===== src/hw/fpu_pkg.sv =====
package fpu_pkg;
    localparam int NUM_LANES = 4;
    localparam int FLOAT32_EXP_WIDTH = 8;
    localparam int FLOAT32_SIG_WIDTH = 23;

    typedef logic [31:0] scalar_t;
    typedef scalar_t [NUM_LANES - 1:0] vector_t;

    typedef enum logic [3:0] {
        OP_ADD_F,
        OP_SUB_F,
        OP_MUL_F,
        OP_CMPGT_F,
        OP_CMPGE_F,
        OP_CMPLT_F,
        OP_CMPLE_F,
        OP_CMPEQ_F,
        OP_CMPNE_F,
        OP_FTOI,
        OP_MULL_I,
        OP_MULH_U
    } fpu_op_t;

    typedef logic [3:0] fpu_tag_t;

    typedef struct packed {
        logic valid;
        fpu_op_t op;
        fpu_tag_t tag;
        vector_t operand_a;
        vector_t operand_b;
    } fpu_request_t;

    typedef struct packed {
        logic valid;
        fpu_tag_t tag;
        vector_t result;
    } fpu_result_t;

    typedef struct packed {
        logic result_nan;
        logic result_inf;
        logic [FLOAT32_EXP_WIDTH - 1:0] add_exponent;
        logic add_sign;
        logic logical_subtract;
        // Hidden bit, fraction, guard, round, sticky
        logic [26:0] large_significand;
        logic [26:0] small_significand;
        logic signed [9:0] mul_exponent;
        logic mul_sign;
        // Multiplier inputs; ftoi magnitude rides in int_operand_a
        scalar_t int_operand_a;
        scalar_t int_operand_b;
        logic ftoi_invalid;
    } align_lane_t;

    typedef struct packed {
        logic valid;
        fpu_op_t op;
        fpu_tag_t tag;
        align_lane_t [NUM_LANES - 1:0] lanes;
    } align_stage_t;

    typedef struct packed {
        logic result_nan;
        logic result_inf;
        logic [FLOAT32_EXP_WIDTH - 1:0] add_exponent;
        logic [27:0] add_significand;
        logic add_sign;
        logic logical_subtract;
        logic [4:0] norm_shift;
        logic [63:0] significand_product;
        logic signed [9:0] mul_exponent;
        logic mul_sign;
        scalar_t ftoi_value;
        logic ftoi_invalid;
    } arith_lane_t;

    typedef struct packed {
        logic valid;
        fpu_op_t op;
        fpu_tag_t tag;
        arith_lane_t [NUM_LANES - 1:0] lanes;
    } arith_stage_t;
endpackage

===== src/hw/fpu_align_stage.sv =====
module fpu_align_stage(
    input logic clk,
    input logic reset,
    input fpu_pkg::fpu_request_t req,
    output fpu_pkg::align_stage_t align_out);

    import fpu_pkg::*;

    logic is_mul;
    logic is_compare;
    logic negate_b;
    align_lane_t [NUM_LANES - 1:0] lane_next;
    logic valid_q;
    fpu_op_t op_q;
    fpu_tag_t tag_q;
    align_lane_t [NUM_LANES - 1:0] lanes_q;

    assign is_mul = req.op == OP_MUL_F;
    assign is_compare = req.op inside {OP_CMPGT_F, OP_CMPGE_F, OP_CMPLT_F, OP_CMPLE_F,
        OP_CMPEQ_F, OP_CMPNE_F};

    // Compares are computed as a - b
    assign negate_b = req.op == OP_SUB_F || is_compare;

    genvar lane;
    generate
        for (lane = 0; lane < NUM_LANES; lane++)
        begin : lane_gen
            logic sign_a;
            logic sign_b;
            logic sign_b_eff;
            logic [FLOAT32_EXP_WIDTH - 1:0] exp_a;
            logic [FLOAT32_EXP_WIDTH - 1:0] exp_b;
            logic [FLOAT32_SIG_WIDTH - 1:0] frac_a;
            logic [FLOAT32_SIG_WIDTH - 1:0] frac_b;
            logic a_zero;
            logic b_zero;
            logic a_inf;
            logic b_inf;
            logic a_nan;
            logic b_nan;
            logic [23:0] sig_a;
            logic [23:0] sig_b;
            logic a_larger;
            logic [7:0] exp_diff;
            logic [4:0] shift_amount;
            logic [53:0] small_ext;
            scalar_t ftoi_mag;
            logic result_nan;

            assign {sign_a, exp_a, frac_a} = req.operand_a[lane];
            assign {sign_b, exp_b, frac_b} = req.operand_b[lane];
            assign sign_b_eff = sign_b ^ negate_b;

            // Subnormals are read as zero
            assign a_zero = exp_a == '0;
            assign b_zero = exp_b == '0;
            assign a_inf = &exp_a && frac_a == '0;
            assign b_inf = &exp_b && frac_b == '0;
            assign a_nan = &exp_a && frac_a != '0;
            assign b_nan = &exp_b && frac_b != '0;
            assign sig_a = a_zero ? 24'd0 : {1'b1, frac_a};
            assign sig_b = b_zero ? 24'd0 : {1'b1, frac_b};

            assign a_larger = {exp_a, sig_a} >= {exp_b, sig_b};
            assign exp_diff = a_larger ? exp_a - exp_b : exp_b - exp_a;
            assign shift_amount = exp_diff > 8'd27 ? 5'd27 : exp_diff[4:0];

            // Lower half catches everything shifted out, folded into sticky below
            assign small_ext = {(a_larger ? sig_b : sig_a), 3'b000, 27'd0} >> shift_amount;

            // Integer point sits at exponent 150, where the hidden bit has weight 2^23
            always_comb
            begin
                if (exp_a >= 8'd150)
                    ftoi_mag = {8'd0, sig_a} << (exp_a - 8'd150);
                else
                    ftoi_mag = {8'd0, sig_a} >> (8'd150 - exp_a);
            end

            always_comb
            begin
                if (is_mul)
                    result_nan = a_nan || b_nan || (a_inf && b_zero) || (b_inf && a_zero);
                else
                    result_nan = a_nan || b_nan
                        || (!is_compare && a_inf && b_inf && sign_a != sign_b_eff);
            end

            always_comb
            begin
                lane_next[lane].result_nan = result_nan;
                lane_next[lane].result_inf = (a_inf || b_inf) && !result_nan;
                lane_next[lane].add_exponent = a_larger ? exp_a : exp_b;
                if (req.op == OP_FTOI)
                    lane_next[lane].add_sign = sign_a;
                else
                    lane_next[lane].add_sign = a_larger ? sign_a : sign_b_eff;
                lane_next[lane].logical_subtract = sign_a ^ sign_b_eff;
                lane_next[lane].large_significand = {(a_larger ? sig_a : sig_b), 3'b000};
                lane_next[lane].small_significand = {small_ext[53:28],
                    small_ext[27] | (|small_ext[26:0])};
                lane_next[lane].mul_exponent = $signed({2'b00, exp_a})
                    + $signed({2'b00, exp_b}) - 10'sd127;
                lane_next[lane].mul_sign = sign_a ^ sign_b;
                if (req.op == OP_FTOI)
                    lane_next[lane].int_operand_a = ftoi_mag;
                else if (is_mul)
                    lane_next[lane].int_operand_a = {8'd0, sig_a};
                else
                    lane_next[lane].int_operand_a = req.operand_a[lane];
                lane_next[lane].int_operand_b = is_mul ? {8'd0, sig_b} : req.operand_b[lane];
                lane_next[lane].ftoi_invalid = a_nan || exp_a >= 8'd158;
            end
        end
    endgenerate

    always_ff @(posedge clk)
    begin
        op_q <= req.op;
        tag_q <= req.tag;
        lanes_q <= lane_next;
    end

    always_ff @(posedge clk, posedge reset)
    begin
        if (reset)
            valid_q <= 1'b0;
        else
            valid_q <= req.valid;
    end

    assign align_out = '{valid: valid_q, op: op_q, tag: tag_q, lanes: lanes_q};
endmodule


===== config.mk =====
export PLATFORM = sky130hd
export DESIGN_NAME = fpu_align_stage
export DESIGN_NICKNAME = d
export VERILOG_FILES = /design/src/hw/fpu_pkg.sv /design/src/hw/fpu_align_stage.sv
export SDC_FILE = /design/constraint.sdc
export NUM_CORES = 2
export LEC_CHECK = 0
export ABC_AREA = 1
export BUFFER_PORTS_ARGS = -buffer_cell sky130_fd_sc_hd__buf_2
export CAP_MARGIN = 20
export CORE_ASPECT_RATIO = 0.8
export CORE_MARGIN = 2
export CORE_UTILIZATION = 40
export DETAILED_ROUTE_END_ITERATION = 6
export GPL_TIMING_DRIVEN = 1
export PLACE_DENSITY_LB_ADDON = 0.25
export SLEW_MARGIN = 20
export SYNTH_ARGS = -nofsm -noshare
export SYNTH_HDL_FRONTEND = slang
export SYNTH_SLANG_ARGS = --single-unit

===== constraint.sdc =====
create_clock -name clk -period 0.8 [get_ports clk]
set_input_delay 0.16 -clock clk [delete_from_list [all_inputs] [get_ports clk]]
set_output_delay 0.16 -clock clk [all_outputs]
set_load 0.05 [all_outputs]

==> impl_results.md <==
* Worst Hold Class: in2reg
* EDFF count, synth at 0
* CTS sink count at 565
* Tot Pwr at roughly 130 mW
* Leading cell type in the layout, fill and taps excluded: buf_4
* Final HPWL DP at 181,000 um
* Post-synthesis mux area share at 0.00809
* Final wirelength at around 250,000 um
* Starting DRT DRC Count at between 8,000 and 9,000
* Peak VDD IR at 2.36 mV
* Failing checks: DRC, hold timing, setup timing
* Crit path max fanout at 8
* CP most frequent cell: nand2_1
* Critical Path RT at 1.37 ns
* Sequential area share after synthesis at 0.269
* Slowest cell on crit path: a211oi_1
* Fin crit share at 4.91
* Congestion Overflow GR at 0
* Power Density at 1800 nW/um^2
* CTS max path bufs at 3
* CP Launch Type: primary input
* Max Cap Viol at 0
* Crit Path Class: in2reg
* Synth Area in Compound Gates at 0.201
* Routed via count at 61,800
* Nets@finish at 9,926
* First-pass GRT wire length at 340,000 um
* Syn Area/Cell at 6.31 sq um
* Max transition margin at 0.314
* Origin of the worst min-delay path: req[31]
* Yosys reg bits at 565
* Worst Hold Slack at -0.266 ns
* Worst-margin pin slew at 1.02 ns
* Area share of and/or/nand/nor cells after synthesis at 0.323
* Main area contributors after synthesis: dfxtp_1, nand2_1, nand3_1
* Chip Height at 294 um
* Die Width at about 370 um
* Number of global-route vias before repair at 56,500
* Port bufs at 831
* Worst Setup Slack, final at -3.13 ns
* Post-Syn Instances at between 6,000 and 7,000
* Final min period at 3.93 ns
* RSZ-0062 raised after global routing: yes
* XOR/XNOR Fraction of Synth Area at 0.0204
* Top-area cell type share of the netlist area at 0.268
* Async set or reset register ratio after synthesis at 0.00177
* Hold Path End: align_out[65]
* Synth area leader: dfxtp_1
* Io pins at 844
* Drc violations at 9
* Commonest non-fill, non-tap cells in the layout: buf_4, nand2_1, buf_2, inv_1, dfxtp_1
* Final Setup Violations at 1,111
* Synth Cell Area at 42,100 sq um
* Final Hold Vio Count at 29
* Share of layout cells above drive strength 1 at 0.426
* Max Clk Rate at 254 MHz
* Placer Congestion at approximately 1.0
* Row cnt at roughly 110
* Tot GR Track Use at 0.404
* Synthesis Warnings at 0
* Area of the die at roughly 110,000 sq um
* CP arrival at 4.50 ns
* Core outline area at 104,000 sq um
* Primary FF master, synth: dfxtp_1
* Routed len/inst at ~23 um
* Initial antenna violation count at 17
* CTS buffer count at 58
* Clk root buf: clkbuf_16
* Worst Hold Path Cells at 2
* Status: finished, violations left
* Largest net degree at the start of global routing at 47
* Slowest stage delay, CP at between 0.2 and 0.3 ns
* Post-DR vias/cell at 5.69
* Remaining antenna violation count after routing at 0
* Post-synthesis adder-cell area fraction at 0.0747
* CTS tree: done
* Worst setup EP type: register
* Fin. max-slew vios at 0
* Initial Util at 0.403
* Syn-to-layout area delta at 77.8%
* Fillers at 8,154
* Clock Pin Slew Worst Setup and Hold Paths at about 0.060 ns
* Main combinational cell family by area after synthesis: simple AND/OR/NAND/NOR gates
* Netlist cell types at 64
* H-tree depth at 2
* Leak pwr at 36.4 nW
* DR pass1 iterations at 7
synth_stat cells (all sizes together) (2+ instances only):
cell type and count:
nand2 1576, inv 673, nor2 653, nand3 647, o21ai 582, dfxtp 564
a21oi 446, clkbuf 255, ha 232, nand4 150, buf 146, o22ai 139
a31oi 95, xor2 88, o211ai 85, nor3 49, nor4 40, mux2i 34
o31ai 32, o221ai 28, clkinv 19, a22oi 15, a211oi 13, fa 12
o21a 11, or2 11, xnor2 10, a221oi 9, o2111ai 7, o21bai 5
a21boi 4, a31o 4, and2 4, nand3b 4, nor3b 4, a21o 3
o311ai 3, a2111oi 2, a311oi 2, o32ai 2
worst max path at each step:
| stage | startpoint | endpoint | cells past startpoint |
|---|---|---|---|
| 2_1_floorplan | req[184] | align_out[218] | 29 |
| 3_3_place_gp | req[254] | align_out[502] | 31 |
| 3_5_place_dp | req[254] | align_out[502] | 31 |
| 4_1_cts | req[94] | align_out[360] | 31 |
| 5_1_grt | req[183] | align_out[218] | 33 |
| 6_report | req[184] | align_out[218] | 33 |
routing by layer:
layer / up-vias / track usage / wire length, um
li1: 28000 / - / -
met2: 4078 / 0.616 / 104000
met3: 933 / 0.101 / 29500
met4: 10 / 0.154 / 13100
met5: - / 0 / 73
met1: 28800 / 0.547 / 98100
state kept, by name, summed over array words and instances (netlist names):
signal,flops
align_out,556
op_q,4
tag_q,4
valid_q,1
per-stage QoR:
stage          TNS (ns)  utilization  instance area [sq um]  instances  setup WS, ns
6_report       -1140.46        0.716                  74800      10900         -3.13
5_1_grt        -1211.01        0.716                  74800      10900         -3.15
4_1_cts        -1079.53        0.683                  71300      10800         -2.59
3_5_place_dp   -1137.70        0.608                  63400      10400         -3.50
3_3_place_gp   -1126.65        0.608                  63400      10400         -3.50
2_1_floorplan   -829.34            -                  45000       6675         -2.89
final cells by class:
type / count / area (sq um) / area share
multi-input combinational: 5019 / 32400 / 0.434
timing repair buffer: 3077 / 24500 / 0.327
sequential: 565 / 11300 / 0.151
inverter: 692 / 2800 / 0.0374
tap: 1404 / 1760 / 0.0235
clock buffer: 79 / 1630 / 0.0218
clock inverter: 26 / 324 / 0.00433
antenna: 12 / 30.0 / 0.000402
timing repair inverter: 2 / 17.5 / 0.000234
kinds of logic (layout without fill, tap and decap cells):
logic type	count (synthesis)	count (layout)
compound gates	1490	1490
xor+xnor	98	98
fa+ha+maj	244	244
buf+inv	1093	3876
flops	565	565
mux	34	34
other cells	1	24
simple gates	3139	3141
worst max-delay path: cells and delay by family:
family                   cells  cell delay [ns]
AO/OA/AOI/OAI                3             0.65
adder cells (fa/ha/maj)      2             0.28
buffers and inverters        8             1.01
AND/OR/NAND/NOR             20             2.37
power breakdown:
group / leakage (nW) / internal, mW / switching, mW
sequential: 4.73 / 31.0 / 1.11
combinational: 30.7 / 28.0 / 45.7
clock: 0.956 / 16.0 / 12.9
repair_timing:
item	in CTS	in global routing
resized for setup	560	634
hold buffers	246	9
hold endpoints to repair	291	42
endpoints found under the setup margin	1108	1110
buffers inserted	68	80
gates cloned	22	16
pin swaps	142	286
Note: power is estimated with default switching activity, not from simulation.
